===== config.mk =====
export PLATFORM = sky130hd
export DESIGN_NAME = az_modulation_top
export DESIGN_NICKNAME = d
export VERILOG_FILES = /design/src/az_pkg.sv /design/src/az_config_regs.sv /design/src/az_modulation_top.sv /design/src/az_sample_accum.sv /design/src/az_sequencer.sv
export SDC_FILE = /design/constraint.sdc
export NUM_CORES = 1
export LEC_CHECK = 0
export BUFFER_PORTS_ARGS = -buffer_cell sky130_fd_sc_hd__buf_4
export CORE_MARGIN = 2
export CORE_UTILIZATION = 46
export CTS_CLUSTER_SIZE = 20
export DETAILED_ROUTE_END_ITERATION = 6
export PLACE_DENSITY = 0.65
export RECOVER_POWER = 25
export SYNTH_ARGS = -nofsm -noshare
export SYNTH_HDL_FRONTEND = slang
export SYNTH_HIERARCHICAL = 1
export SYNTH_SLANG_ARGS = --single-unit

===== constraint.sdc =====
create_clock -name clk -period 6.7 [get_ports clk]
set_clock_uncertainty 0.2 [all_clocks]
set_input_delay 1.005 -clock clk [delete_from_list [all_inputs] [get_ports clk]]
set_output_delay 1.005 -clock clk [all_outputs]
set_load 0.05 [all_outputs]

===== src/az_pkg.sv =====
/*
  shared definitions for the auto-zero modulation block
  phase codes, register map, field widths and the packed structs
  that travel between the config registers, sequencer and accumulator
*/
`default_nettype none

package az_pkg;

  ////////////////////////////////////////////////////////////////////////////
  // widths

  // phase lengths in clock cycles
  localparam int COUNT_W = 24;
  // lo mux select
  localparam int MUX_W = 4;

  // single count, used as reset default and as the floor for a programmed 0
  localparam logic [COUNT_W-1:0] COUNT_ONE = 1;

  ////////////////////////////////////////////////////////////////////////////
  // switch and mux encodings

  // az mux pin that routes the precharge output, held for settle and signal
  localparam logic [MUX_W-1:0] MUX_PC_OUT = 4'b1000;

  // precharge switch, boot voltage protects the signal from az switch charge
  localparam logic SW_PC_BOOT = 1'b0;
  localparam logic SW_PC_SIGNAL = 1'b1;

  // register map for the host write strobe
  localparam logic [1:0] CFG_ADDR_PRECHARGE = 2'd0;
  localparam logic [1:0] CFG_ADDR_SAMPLE = 2'd1;
  localparam logic [1:0] CFG_ADDR_LO_MUX = 2'd2;
  localparam logic [1:0] CFG_ADDR_RUN = 2'd3;

  // phase codes, also shown on monitor[2:0]
  typedef enum logic [2:0] {
    PH_HALT      = 3'd0,
    PH_PROTECT   = 3'd1,
    PH_SETTLE    = 3'd2,
    PH_SIGNAL    = 3'd3,
    PH_REPROTECT = 3'd4,
    PH_ZERO      = 3'd5
  } az_phase_e;

  ////////////////////////////////////////////////////////////////////////////
  // structs

  // one host write, no back-pressure
  typedef struct packed {
    logic [1:0]         addr;
    logic [COUNT_W-1:0] data;
  } cfg_write_t;

  // register block contents as seen by the sequencer
  typedef struct packed {
    logic [COUNT_W-1:0] precharge_n;
    logic [COUNT_W-1:0] sample_n;
    logic [MUX_W-1:0]   lo_mux;
    logic               run;
  } az_config_t;

  // reset contents, counts of one and the sequencer stopped
  localparam az_config_t CFG_DEFAULT = '{
    precharge_n: COUNT_ONE,
    sample_n:    COUNT_ONE,
    lo_mux:      '0,
    run:         1'b0
  };

  // current phase, phase_start marks its first cycle
  typedef struct packed {
    az_phase_e phase;
    logic      phase_start;
  } az_phase_t;

  // one accumulated sample window
  typedef struct packed {
    logic               is_zero;
    logic [COUNT_W-1:0] count;
  } az_result_t;

endpackage

`default_nettype wire


===== src/az_config_regs.sv =====
/*
  host-written configuration registers for the auto-zero sequencer
  one field is updated per write strobe, selected by the address,
  and the data is truncated to the width of that field
*/
`timescale 1ns/1ps
`default_nettype none

module az_config_regs (
  input  logic               clk,
  input  logic               reset,
  input  logic               cfg_wr_valid,
  input  az_pkg::cfg_write_t cfg_wr,
  output az_pkg::az_config_t cfg
);

  ////////////////////////////////////////////////////////////////////////////
  // write decode

  // strobe is a single cycle with no handshake, so every write lands here
  // on the edge where cfg_wr_valid is high and is visible the next cycle
  always_ff @(posedge clk or posedge reset)
  begin
    if (reset)
    begin
      // counts of one and run clear until the host writes
      cfg <= az_pkg::CFG_DEFAULT;
    end
    else if (cfg_wr_valid)
    begin
      case (cfg_wr.addr)
        az_pkg::CFG_ADDR_PRECHARGE:
        begin
          // length of protect, settle and reprotect
          cfg.precharge_n <= cfg_wr.data;
        end
        az_pkg::CFG_ADDR_SAMPLE:
        begin
          // length of the signal and zero windows
          cfg.sample_n <= cfg_wr.data;
        end
        az_pkg::CFG_ADDR_LO_MUX:
        begin
          // upper data bits are dropped
          cfg.lo_mux <= cfg_wr.data[az_pkg::MUX_W-1:0];
        end
        az_pkg::CFG_ADDR_RUN:
        begin
          // only bit 0 matters
          cfg.run <= cfg_wr.data[0];
        end
      endcase
    end
  end

  // the sequencer reads new counts and lo_mux only when a phase loads them,
  // so a write in mid-phase never disturbs the phase in progress

endmodule

`default_nettype wire


===== src/az_modulation_top.sv =====
/*
  auto-zero modulation block, top level
  config registers feed the sequencer, which drives the switches and
  tells the accumulator which sample window is open
*/
`timescale 1ns/1ps
`default_nettype none

module az_modulation_top (
  input  logic                     clk,
  input  logic                     reset,
  input  logic                     cfg_wr_valid,
  input  az_pkg::cfg_write_t       cfg_wr,
  input  logic                     comp,
  output logic                     sw_pc_ctl,
  output logic [az_pkg::MUX_W-1:0] azmux,
  output logic                     led0,
  output logic [7:0]               monitor,
  output logic                     result_valid,
  output az_pkg::az_result_t       result
);

  az_pkg::az_config_t cfg;
  az_pkg::az_phase_t  ph;

  // host register block
  az_config_regs az_config_regs_i (
    .clk          (clk),
    .reset        (reset),
    .cfg_wr_valid (cfg_wr_valid),
    .cfg_wr       (cfg_wr),
    .cfg          (cfg)
  );

  // phase state machine
  az_sequencer az_sequencer_i (
    .clk       (clk),
    .reset     (reset),
    .cfg       (cfg),
    .sw_pc_ctl (sw_pc_ctl),
    .azmux     (azmux),
    .led0      (led0),
    .monitor   (monitor),
    .ph        (ph)
  );

  // comparator counting per window
  az_sample_accum az_sample_accum_i (
    .clk          (clk),
    .reset        (reset),
    .ph           (ph),
    .comp         (comp),
    .result_valid (result_valid),
    .result       (result)
  );

endmodule

`default_nettype wire


===== src/az_sample_accum.sv =====
/*
  sample window accumulator
  counts comparator-high cycles through each signal or zero phase and
  presents one result per window in the cycle after the window ends
*/
`timescale 1ns/1ps
`default_nettype none

module az_sample_accum (
  input  logic                clk,
  input  logic                reset,
  input  az_pkg::az_phase_t   ph,
  input  logic                comp,
  output logic                result_valid,
  output az_pkg::az_result_t  result
);

  // comparator hits in the current or just finished window
  logic [az_pkg::COUNT_W-1:0] acc;
  // phase seen in the previous cycle
  az_pkg::az_phase_e          last_phase;
  logic                       in_sample;
  logic                       was_sample;
  logic [az_pkg::COUNT_W-1:0] comp_ext;

  assign in_sample = (ph.phase == az_pkg::PH_SIGNAL) || (ph.phase == az_pkg::PH_ZERO);
  assign was_sample = (last_phase == az_pkg::PH_SIGNAL) || (last_phase == az_pkg::PH_ZERO);
  assign comp_ext = {{(az_pkg::COUNT_W-1){1'b0}}, comp};

  ////////////////////////////////////////////////////////////////////////////
  // window tracking

  always_ff @(posedge clk or posedge reset)
  begin
    if (reset)
      last_phase <= az_pkg::PH_HALT;
    else
      last_phase <= ph.phase;
  end

  ////////////////////////////////////////////////////////////////////////////
  // accumulator

  // the start cycle clears and counts in one step, so comp in the
  // phase_start cycle is already part of the total
  always_ff @(posedge clk)
  begin
    if (in_sample)
    begin
      if (ph.phase_start)
        acc <= comp_ext;
      else
        acc <= acc + comp_ext;
    end
  end

  ////////////////////////////////////////////////////////////////////////////
  // result

  // a sample phase is always followed by a different phase, so a change
  // away from it marks the first cycle after the window; acc is not
  // touched again until the next window starts, at least one cycle later
  assign result_valid = was_sample && (ph.phase != last_phase);
  assign result.is_zero = (last_phase == az_pkg::PH_ZERO);
  assign result.count = acc;

endmodule

`default_nettype wire


===== src/az_sequencer.sv =====
/*
  auto-zero phase sequencer
  walks protect once after reset, then loops settle, signal, reprotect
  and zero while run is set; drives the precharge switch, the lo mux,
  the activity led and a phase-code monitor for a logic analyzer
*/
`timescale 1ns/1ps
`default_nettype none

module az_sequencer (
  input  logic                     clk,
  input  logic                     reset,
  input  az_pkg::az_config_t       cfg,
  output logic                     sw_pc_ctl,
  output logic [az_pkg::MUX_W-1:0] azmux,
  output logic                     led0,
  output logic [7:0]               monitor,
  output az_pkg::az_phase_t        ph
);

  // cycles left in the current phase, 1 in the last cycle
  logic [az_pkg::COUNT_W-1:0] count_down;
  // set once the initial protect phase has been entered
  logic                       protect_done;
  logic                       last_cycle;
  logic                       advance;
  az_pkg::az_phase_e          next_phase;
  logic [az_pkg::COUNT_W-1:0] load_n;

  assign last_cycle = (count_down <= az_pkg::COUNT_ONE);

  ////////////////////////////////////////////////////////////////////////////
  // next phase

  always_comb
  begin
    next_phase = ph.phase;
    advance = 1'b0;
    case (ph.phase)
      az_pkg::PH_HALT:
      begin
        // first start after reset needs protect, later ones go to settle
        advance = cfg.run;
        next_phase = protect_done ? az_pkg::PH_SETTLE : az_pkg::PH_PROTECT;
      end
      az_pkg::PH_PROTECT:
      begin
        advance = last_cycle;
        next_phase = az_pkg::PH_SETTLE;
      end
      az_pkg::PH_SETTLE:
      begin
        advance = last_cycle;
        next_phase = az_pkg::PH_SIGNAL;
      end
      az_pkg::PH_SIGNAL:
      begin
        advance = last_cycle;
        next_phase = az_pkg::PH_REPROTECT;
      end
      az_pkg::PH_REPROTECT:
      begin
        advance = last_cycle;
        next_phase = az_pkg::PH_ZERO;
      end
      az_pkg::PH_ZERO:
      begin
        // run is only looked at here, so a stop always finishes the zero
        advance = last_cycle;
        next_phase = cfg.run ? az_pkg::PH_SETTLE : az_pkg::PH_HALT;
      end
      default:
      begin
        // unused codes fall back to halt
        advance = 1'b1;
        next_phase = az_pkg::PH_HALT;
      end
    endcase
  end

  // length of the phase about to start, taken from cfg at the load
  always_comb
  begin
    if (next_phase == az_pkg::PH_SIGNAL || next_phase == az_pkg::PH_ZERO)
      load_n = cfg.sample_n;
    else
      load_n = cfg.precharge_n;
    // a programmed 0 runs as a single cycle
    if (load_n == '0)
      load_n = az_pkg::COUNT_ONE;
  end

  ////////////////////////////////////////////////////////////////////////////
  // phase register, countdown and outputs

  always_ff @(posedge clk or posedge reset)
  begin
    if (reset)
    begin
      ph.phase <= az_pkg::PH_HALT;
      ph.phase_start <= 1'b0;
      count_down <= az_pkg::COUNT_ONE;
      protect_done <= 1'b0;
      sw_pc_ctl <= az_pkg::SW_PC_BOOT;
      azmux <= '0;
      led0 <= 1'b0;
    end
    else if (advance)
    begin
      ph.phase <= next_phase;
      // halt is a resting state and gets no start marker
      ph.phase_start <= (next_phase != az_pkg::PH_HALT);
      count_down <= load_n;
      // outputs change on the first cycle of the new phase
      case (next_phase)
        az_pkg::PH_PROTECT:
        begin
          sw_pc_ctl <= az_pkg::SW_PC_BOOT;
          protect_done <= 1'b1;
        end
        az_pkg::PH_SETTLE:
        begin
          // signal stays protected by pc while the az mux moves
          azmux <= az_pkg::MUX_PC_OUT;
        end
        az_pkg::PH_SIGNAL:
        begin
          sw_pc_ctl <= az_pkg::SW_PC_SIGNAL;
          led0 <= 1'b1;
        end
        az_pkg::PH_REPROTECT:
        begin
          sw_pc_ctl <= az_pkg::SW_PC_BOOT;
        end
        az_pkg::PH_ZERO:
        begin
          azmux <= cfg.lo_mux;
          led0 <= 1'b0;
        end
        default:
        begin
          // halt holds every output
          led0 <= led0;
        end
      endcase
    end
    else
    begin
      ph.phase_start <= 1'b0;
      // count stays put in halt
      if (ph.phase != az_pkg::PH_HALT)
        count_down <= count_down - az_pkg::COUNT_ONE;
    end
  end

  // bit 7 pulses on each phase start, bits 2:0 carry the phase code
  assign monitor = {ph.phase_start, 4'b0000, ph.phase};

endmodule

`default_nettype wire


==> results of run 1 <==
## critical path, cell delays in order (launching register included)
cell	delay, ps
dfrtp_1	830
nand3b_1	190
nand2_1	60
o21ai_0	130
and2_1	140
buf_4	190
## layout by cell type, fill, tap and decap left out, types with 4 or more instances in the layout
cell type	n
a21oi_1	32
a22oi_1	4
a32oi_1	4
buf_4	64
clkbuf_1	9
clkbuf_16	18
conb_1	4
dfrtp_1	88
edfxtp_1	24
ha_1	5
inv_1	16
mux2_2	59
mux2i_1	16
nand2_1	24
nand2b_1	4
nand3_1	15
nand3b_1	6
nand4_1	11
nand4b_1	4
nor2_1	42
nor3_1	16
nor4_1	12
o21ai_0	23
o21ai_1	13
o22a_1	8
o2bb2ai_1	4
or3_1	12
or4_1	8
xnor2_1	8
xor2_1	5
## how the worst min path moves through the flow
stage | slack, ps | endpoint | cells past startpoint
6_report | 270 | az_sample_accum_i/last_phase[1] | 2
3_5_place_dp | 270 | az_sequencer_i/azmux[2] | 1
4_1_cts | 270 | az_sample_accum_i/last_phase[1] | 2
2_1_floorplan | 250 | az_sequencer_i/azmux[0] | 1
5_1_grt | 290 | az_sample_accum_i/last_phase[1] | 2
3_3_place_gp | 260 | az_sequencer_i/azmux[2] | 1
## metal layers
metal | share of wire | wire [µm]
met3 | 0.051 | 694
met1 | 0.45 | 6070
met5 | 0 | 0
met4 | 0.023 | 314
met2 | 0.48 | 6510
## area by class of cell
type	count	area, µm²	share of cell area
timing repair buffer	69	499	0.0692
clock buffer	24	493	0.0683
sequential	115	3000	0.416
multi-input combinational	401	2870	0.397
inverter	16	60.1	0.00833
clock inverter	8	73.8	0.0102
tap	176	220	0.0305
## synthesized netlist by cell type (5+ instances only)
master,number
nand2_1,24
o21ai_1,13
xnor2_1,8
or3_1,12
inv_1,16
edfxtp_1,24
nand3_1,15
buf_2,6
mux2i_1,16
dfrtp_1,88
or4_1,8
clkbuf_1,14
nor4_1,12
o21ai_0,23
a21oi_1,32
nand3b_1,6
nor2_1,43
nand4_1,11
mux2_2,59
o22a_1,8
buf_6,6
ha_1,5
nor3_1,17
xor2_1,5
buf_4,8
## power groups by stage
stage	sequential (µW)	combinational (µW)	clock, µW
2_1_floorplan	1470	449	0
5_1_grt	1290	1030	913
4_1_cts	1250	958	877
3_3_place_gp	1250	931	0
6_report	1250	947	859
3_5_place_dp	1260	956	0
## metrics by stage
step	cells	total power, µW
3_3_place_gp	777	2180
2_1_floorplan	568	1910
3_5_place_dp	777	2210
6_report	809	3060
4_1_cts	809	3080
5_1_grt	809	3230
## state kept, by name, summed over array words and instances (netlist names)
| name | flops |
|---|---|
| az_config_regs_i/cfg | 53 |
| az_sample_accum_i/acc | 24 |
| az_sample_accum_i/last_phase | 3 |
| az_sequencer_i/azmux | 4 |
| az_sequencer_i/count_down | 24 |
| az_sequencer_i/led0 | 1 |
| az_sequencer_i/monitor | 4 |
| az_sequencer_i/protect_done | 1 |
| az_sequencer_i/sw_pc_ctl | 1 |
## cell families after synthesis
kind of cell,Yosys count,share of synthesized area
xor gates and xnor gates,13,0.0185
muxes,76,0.136
AOI/OAI and AO/OA,120,0.127
buffers and inverters,52,0.0485
and+or+nand+nor,183,0.171
other,1,0.000610
adders and majority gates,5,0.0102
DFF,115,0.488
==> results by group, run 1 <==
Finish
  • Final net count: 655
  • Layout cells sized above 1: 0.278
  • Post-route cell area: 0.00721 mm²
  • Ant diodes: 0
  • Fillers: 1172
  • Util after Layout: 0.549
  • Area delta synth->final: 17.4%

Synth
  • Ys flop type: dfrtp_1
  • Share of flip-flops with an asynchronous set or reset: 0.791
  • Synth top area share: 0.358
  • EDFF count, synth: 24
  • Yosys warnings: 6
  • Synth area leader: dfrtp_1
  • Mapped Area: 0.00615 mm²
  • Synth cell types: 74
  • Dominant cells by area after synthesis: dfrtp_1 (36%), edfxtp_1 (12%), mux2_2 (11%)
  • Mapped Cells: 565
  • Post-synthesis sequential area ratio: 0.488
  • Syn_area_per_cell: 10.9 µm²
  • Post-synthesis register bit count: 115

Status
  • Outcome: complete, but fails checks
  • Failing checks: capacitance limit, slew limit

STA
  • Max-slew headroom: -0.309
  • Tcrit/Tclk final: 0.472
  • Slew @ Worst Pin: 1960 ps
  • Hold WS: 273 ps
  • Setup Viol. Count Final: 0
  • Final worst slack: 3540 ps
  • Final Hold Viols: 0
  • Fin Setup TNS: 0 ps
  • RSZ-0062 raised after global routing: false
  • Fmax: 316 MHz
  • Max Slew Vio Count: 54
  • Tmin final: 3160 ps

Clock network
  • Post-CTS setup buffer count: 0
  • CTS tree: yes
  • Worst skew pair latency: 410 ps
  • Clock tree buffer depth: 2
  • PostCTS Resize Cnt: 0
  • CTS sink count: 115
  • Root Buffer: clkbuf_16
  • Worst-path clk slew: 50 ps
  • CTS buffer count: 17
  • CTS H-tree depth: 4
  • CTS Hold Bufs: 0

Placement
  • DP HPWL: 9660 µm
  • Placed Area: 0.00667 mm²
  • Placer Congestion: 0.853
  • PortBufs: 65
  • Post-place setup slack: 3230 ps

Power and ir drop
  • Seq pwr share: 0.409
  • Sw power: 1150 µW
  • Worst VDD drop: 170 µV
  • Lkg Pwr: 0.00286 µW
  • Power Dens Cells: 424 mW/mm²
  • Combinational share of power: 0.310
  • Clock power frac: 0.281
  • Internal: 1900 µW
  • Sw Ratio: 0.377

Critical path
  • Worst r2r dst: az_sequencer_i/count_down[10]
  • Setup crit start kind: flop
  • CP Capture Point: result_valid
  • WP data arrival: 1960 ps
  • Crit path from: az_sequencer_i/monitor[2]
  • Worst reg2reg path startpoint: az_sequencer_i/count_down[0]
  • CP Data Required Time: 5490 ps
  • R2R setup slack: 3570 ps
  • Critical Path Fanout Max: 25
  • Worst Reg-to-Reg Cells: 8
  • WS Path Type: flop to primary output
  • Critical Path Sink Type: primary output

Floorplan
  • Ports: 70
  • Die area: 0.0143 mm²
  • Standard-cell rows: 42
  • Core ar.: 0.0131 mm²
  • Initial core utilization: 0.468
  • Die X: 120 µm
  • Die H: 120 µm

GRT
  • Vias in the first global route: 4601
  • Grt met1 use: 0.261
  • Layer with the highest usage: met2
  • Global-route wire length before repair: 23000 µm
  • Largest net degree at the start of global routing: 54
  • M3 GR Usage: 0.0523
  • Initial antenna violation count: 0
  • GRT Resource Usage Total: 0.203
  • Grt met2 use: 0.330
  • Total congestion overflow: 0

Drt
  • Final ANT Viol Nets: 0
  • Initial drt markers: 294
  • Via count: 4628
  • Routed WL: 13600 µm
  • DRC errors left: 0
  • WL/cell: 16.8 µm
  • Drt first pass iters: 4
  • DR vias/cell: 5.72

Job
  • Max Cap Viol: 1

Hold path
  • Worst min path class: primary input to asynchronous set/reset pin
Note: power is estimated with default switching activity, not from simulation.
==> run 2, diff against run 1 <==
- PLACE_DENSITY: 0.65 -> 0.68
- clock period: 6.7 -> 2.6 ns (I/O delays scaled with it)
==> results by group, run 2 (same netlist as run 1, synthesis figures left out) <==
Status
  • Outcome: completed

Finish
  • Final net count: 686
  • Most frequent cells in the layout: dfrtp_1 (88), buf_4 (85), mux2_2 (59)
  • Area delta synth->final: 22.8%
  • Ant diodes: 0
  • Layout cells sized above 1: 0.313
  • Commonest non-fill, non-tap cell in the layout: dfrtp_1
  • Max reg flops: 53
  • Post-route cell area: 0.00755 mm²
  • Biggest register: az_config_regs_i/cfg
  • Top Registers: az_config_regs_i/cfg: 53 flops, az_sample_accum_i/acc: 24 flops, az_sequencer_i/count_down: 24 flops

Power and ir drop
  • Sw Ratio: 0.377
  • Sw power: 3030 µW
  • Internal: 5000 µW
  • Clock power frac: 0.280
  • Combinational share of power: 0.322
  • Power Dens Cells: 1060 mW/mm²
  • Worst VDD drop: 618 µV
  • Lkg Pwr: 0.00301 µW
  • Seq pwr share: 0.399

STA
  • RSZ-0062 raised after global routing: true
  • Slew @ Worst Pin: 1400 ps
  • Final Hold Viols: 0
  • Tmin final: 2540 ps
  • Fin Setup TNS: 0 ps
  • Tcrit/Tclk final: 0.976
  • Max Slew Vio Count: 0
  • Setup Viol. Count Final: 0
  • Max-slew headroom: 0.0668
  • Hold WS: 14.6 ps
  • Fmax: 394 MHz

GRT
  • Total congestion overflow: 0
  • Largest net degree at the start of global routing: 36
  • Vias in the first global route: 4704
  • Initial antenna violation count: 0
  • GRT Resource Usage Total: 0.204
  • Global-route wire length before repair: 23100 µm

Placement
  • PortBufs: 65
  • Placed Area: 0.00691 mm²
  • Placer Congestion: 0.872
  • DP HPWL: 9820 µm

Clock network
  • Worst skew pair latency: 420 ps
  • CTS sink count: 115
  • CTS buffer count: 17
  • CTS tree: yes
  • Clock tree buffer depth: 2
  • Root Buffer: clkbuf_16
  • Worst-path clk slew: 50 ps
  • Post-CTS setup buffer count: 0
  • CTS H-tree depth: 4

Floorplan
  • Standard-cell rows: 42
  • Die X: 120 µm
  • Ports: 70
  • Core ar.: 0.0131 mm²
  • Initial core utilization: 0.468
  • Die H: 120 µm
  • Die area: 0.0143 mm²

Hold path
  • End of the worst hold path: az_config_regs_i/cfg[13]
  • Hold Crit Start: cfg_wr[8]
  • Worst min path class: primary input to flop
  • Min-Delay Path Depth: 2

Critical path
  • WP data arrival: 2700 ps
  • Slowest-stage cell, CP: or4b_1
  • R2R setup slack: 60 ps
  • Worst Reg-to-Reg Cells: 6
  • Worst reg2reg path startpoint: az_config_regs_i/cfg[27]
  • Critical Path Sink Type: flop
  • Critical Path Fanout Max: 3
  • CP Data Required Time: 2760 ps
  • WS Path Type: flop to flop
  • Setup crit start kind: flop
  • Worst r2r dst: az_sequencer_i/count_down[0]
  • Max incr delay on CP: 550 ps
  • Crit-path cells: or4_1 -> or4b_1 -> a211oi_1 -> o32ai_1 -> a211oi_2 -> a21o_1

Drt
  • Routed WL: 14000 µm
  • Initial drt markers: 317
  • DRC errors left: 0
  • WL/cell: 16.6 µm
  • Via count: 4826
  • Drt first pass iters: 5
  • DR vias/cell: 5.75
  • Final ANT Viol Nets: 0

Job
  • Max Cap Viol: 0
==> run 2: metal layers <==
layer / GRT usage / share of wire / wire, µm / vias up
li1: - / - / - / 2274
met1: 0.268 / 0.46 / 6360 / 2389
met2: 0.324 / 0.48 / 6770 / 144
met3: 0.0542 / 0.045 / 627 / 19
met4: 0.0779 / 0.015 / 209 / 0
met5: 0 / 0 / 0 / -
==> run 2: final cells by class <==
type | instances | area, µm²
Fill cell | 1156 | 5590
Sequential cell | 115 | 3000
Multi-Input combinational cell | 401 | 2920
Timing Repair Buffer | 100 | 774
Clock buffer | 24 | 503
Tap cell | 176 | 220
Clock inverter | 8 | 71.3
Inverter | 16 | 60.1
==> run 2: power groups by stage <==
stage	logic [µW]	clock network, µW	registers [µW]
after global placement	2530	0	3170
after CTS	2600	2290	3180
after detailed placement	2580	0	3210
final	2580	2250	3200
after global routing	2780	2370	3300
after floorplan	1170	0	3790
==> run 2: worst max-delay path by stage <==
| stage | endpoint | startpoint | slack [ps] |
|---|---|---|---|
| final | az_sequencer_i/count_down[0] | az_config_regs_i/cfg[27] | 60 |
| after global routing | az_sequencer_i/count_down[21] | az_sequencer_i/count_down[16] | -7 |
| after detailed placement | az_sample_accum_i/acc[20] | comp | 50 |
| after global placement | az_sample_accum_i/acc[20] | comp | 110 |
| after floorplan | az_sample_accum_i/acc[20] | az_sample_accum_i/acc[0] | -100 |
| after CTS | az_sequencer_i/count_down[23] | az_sequencer_i/count_down[0] | 50 |
==> run 2: critical path: cells and delay by family (launching register included) <==
kind / cells / cell delay [ps]
AO/OA/AOI/OAI: 4 / 820
AND/OR/NAND/NOR: 2 / 1070
flip-flops: 1 / 390
==> run 2: repair_timing <==
| item | CTS | global route |
|---|---|---|
| hold endpoints to repair | 70 | 1 |
| hold buffers | 4 | 1 |
| endpoints found under the setup margin | 0 | 10 |
| gates resized for setup | 0 | 7 |
==> run 2: through the flow <==
step | power [µW] | std cells | utilization | worst slack [ps]
6_report | 8030 | 840 | 0.574 | 61.2
3_3_place_gp | 5710 | 803 | 0.526 | 106
4_1_cts | 8070 | 839 | 0.573 | 47.7
5_1_grt | 8450 | 840 | 0.574 | -7.34
2_1_floorplan | 4960 | 568 | - | -104
3_5_place_dp | 5790 | 803 | 0.526 | 51.2
==> run 3, diff against run 2 <==
- PLACE_DENSITY: 0.68 -> 0.65
- clock period: 2.6 -> 3.2 ns (I/O delays scaled with it)
==> results by group, run 3 (same netlist as run 1, synthesis figures left out) <==
Status
  • Outcome: completed

Critical path
  • CP Data Required Time: 2520 ps
  • R2R setup slack: 350 ps
  • CP Capture Point: result_valid
  • Worst reg2reg path startpoint: az_sequencer_i/monitor[1]
  • Worst r2r dst: az_sequencer_i/count_down[20]
  • Worst Reg-to-Reg Cells: 5
  • Critical Path Fanout Max: 24
  • Critical Path Sink Type: primary output
  • WP data arrival: 2200 ps
  • Setup crit start kind: flop
  • Slowest-stage cell, CP: clkbuf_1
  • Max incr delay on CP: 720 ps
  • Crit-path cells: clkbuf_1 -> nand3b_1 -> nand2_1 -> o21ai_0 -> and2_1 -> buf_4
  • Crit path from: az_sequencer_i/monitor[2]
  • WS Path Type: flop to primary output

Clock network
  • CTS H-tree depth: 4
  • CTS sink count: 115
  • CTS Hold Bufs: 1
  • CTS tree: yes
  • Worst-path clk slew: 60 ps
  • Clock tree buffer depth: 2
  • Root Buffer: clkbuf_16
  • Worst skew pair latency: 410 ps
  • PostCTS Resize Cnt: 0
  • CTS buffer count: 17
  • Post-CTS setup buffer count: 0

Drt
  • Via count: 4749
  • Initial drt markers: 459
  • Final ANT Viol Nets: 0
  • DR vias/cell: 5.78
  • WL/cell: 16.8 µm
  • Routed WL: 13800 µm
  • Drt first pass iters: 6
  • DRC errors left: 0

Finish
  • Post-Layout Cell Count: 822
  • Area delta synth->final: 18.8%
  • Ant diodes: 0
  • Top Registers: az_config_regs_i/cfg: 53 flops, az_sample_accum_i/acc: 24 flops, az_sequencer_i/count_down: 24 flops
  • Final net count: 669
  • Fillers: 1170
  • Layout cells sized above 1: 0.294
  • Commonest non-fill, non-tap cell in the layout: dfrtp_1
  • Biggest register: az_config_regs_i/cfg
  • Most frequent cells in the layout: dfrtp_1 (88), buf_4 (75), mux2_2 (59)
  • Max reg flops: 53

STA
  • Max-slew headroom: 0.0808
  • Final worst slack: 322 ps
  • Slew @ Worst Pin: 1380 ps
  • Final Hold Viols: 0
  • Setup Viol. Count Final: 0
  • Tcrit/Tclk final: 0.899
  • Max Slew Vio Count: 0
  • Fin Setup TNS: 0 ps
  • Hold WS: 104 ps
  • Fmax: 347 MHz
  • RSZ-0062 raised after global routing: false
  • Tmin final: 2880 ps

Floorplan
  • Die area: 0.0143 mm²
  • Initial core utilization: 0.468
  • Die H: 120 µm
  • Core ar.: 0.0131 mm²
  • Standard-cell rows: 42
  • Ports: 70
  • Die X: 120 µm

GRT
  • Initial antenna violation count: 0
  • Grt met1 use: 0.279
  • Global-route wire length before repair: 23500 µm
  • Grt met2 use: 0.330
  • Total congestion overflow: 0
  • Layer with the highest usage: met2
  • GRT Resource Usage Total: 0.207
  • M3 GR Usage: 0.0461
  • Vias in the first global route: 4649
  • Largest net degree at the start of global routing: 36

Power and ir drop
  • Power Dens Cells: 877 mW/mm²
  • Total power: 6410 µW
  • Lkg Pwr: 0.00291 µW
  • Worst VDD drop: 421 µV

Hold path
  • Worst min path class: primary input to flop
  • Hold Crit Start: cfg_wr[17]
  • Min-Delay Path Depth: 2

Placement
  • Placer Congestion: 0.850
  • PortBufs: 65
  • DP HPWL: 9720 µm
  • Post-place setup slack: 300 ps
  • Dpl cells: 790

Job
  • Max Cap Viol: 0
-- run 3: area by class of cell --
type                    instances  area (µm²)  share of cell area
flip-flops and latches        115        3000               0.411
multi-input cells             401        2870               0.392
repair buffers                 83         601              0.0822
clock buffers                  21         483              0.0661
well taps                     176         220              0.0302
clock inverters                10        72.6             0.00994
inverters                      16        60.1             0.00822
-- run 3: report_power, final --
| group | switching (µW) | internal (µW) |
|---|---|---|
| registers | 527 | 2070 |
| logic | 1260 | 786 |
| clock network | 681 | 1080 |
| total | 2470 | 3940 |
-- run 3: metal layers --
layer / up-vias / part of all wire
met4: 0 / 0.012
met5: - / 0
met3: 11 / 0.050
li1: 2249 / -
met2: 140 / 0.48
met1: 2349 / 0.46
-- run 3: per-stage QoR --
stage          instance area (µm²)   util
2_1_floorplan                 6160      -
3_3_place_gp                  6760  0.515
3_5_place_dp                  6760  0.515
4_1_cts                       7330  0.558
5_1_grt                       7300  0.556
6_report                      7300  0.556
-- run 3: worst max-delay path: cells and delay by family (launching register included) --
family	cells	cell delay [ps]
buf+inv	2	910
compound gates	1	120
simple gates	3	400
flops	1	370
-- run 3: worst min path at each step --
stage,endpoint,slack (ps)
after detailed placement,az_sample_accum_i/last_phase[1],190
after floorplan,az_sample_accum_i/last_phase[0],30
after global routing,az_config_regs_i/cfg[9],90
after global placement,az_sample_accum_i/last_phase[1],180
after CTS,az_config_regs_i/cfg[46],90
final,az_config_regs_i/cfg[46],100
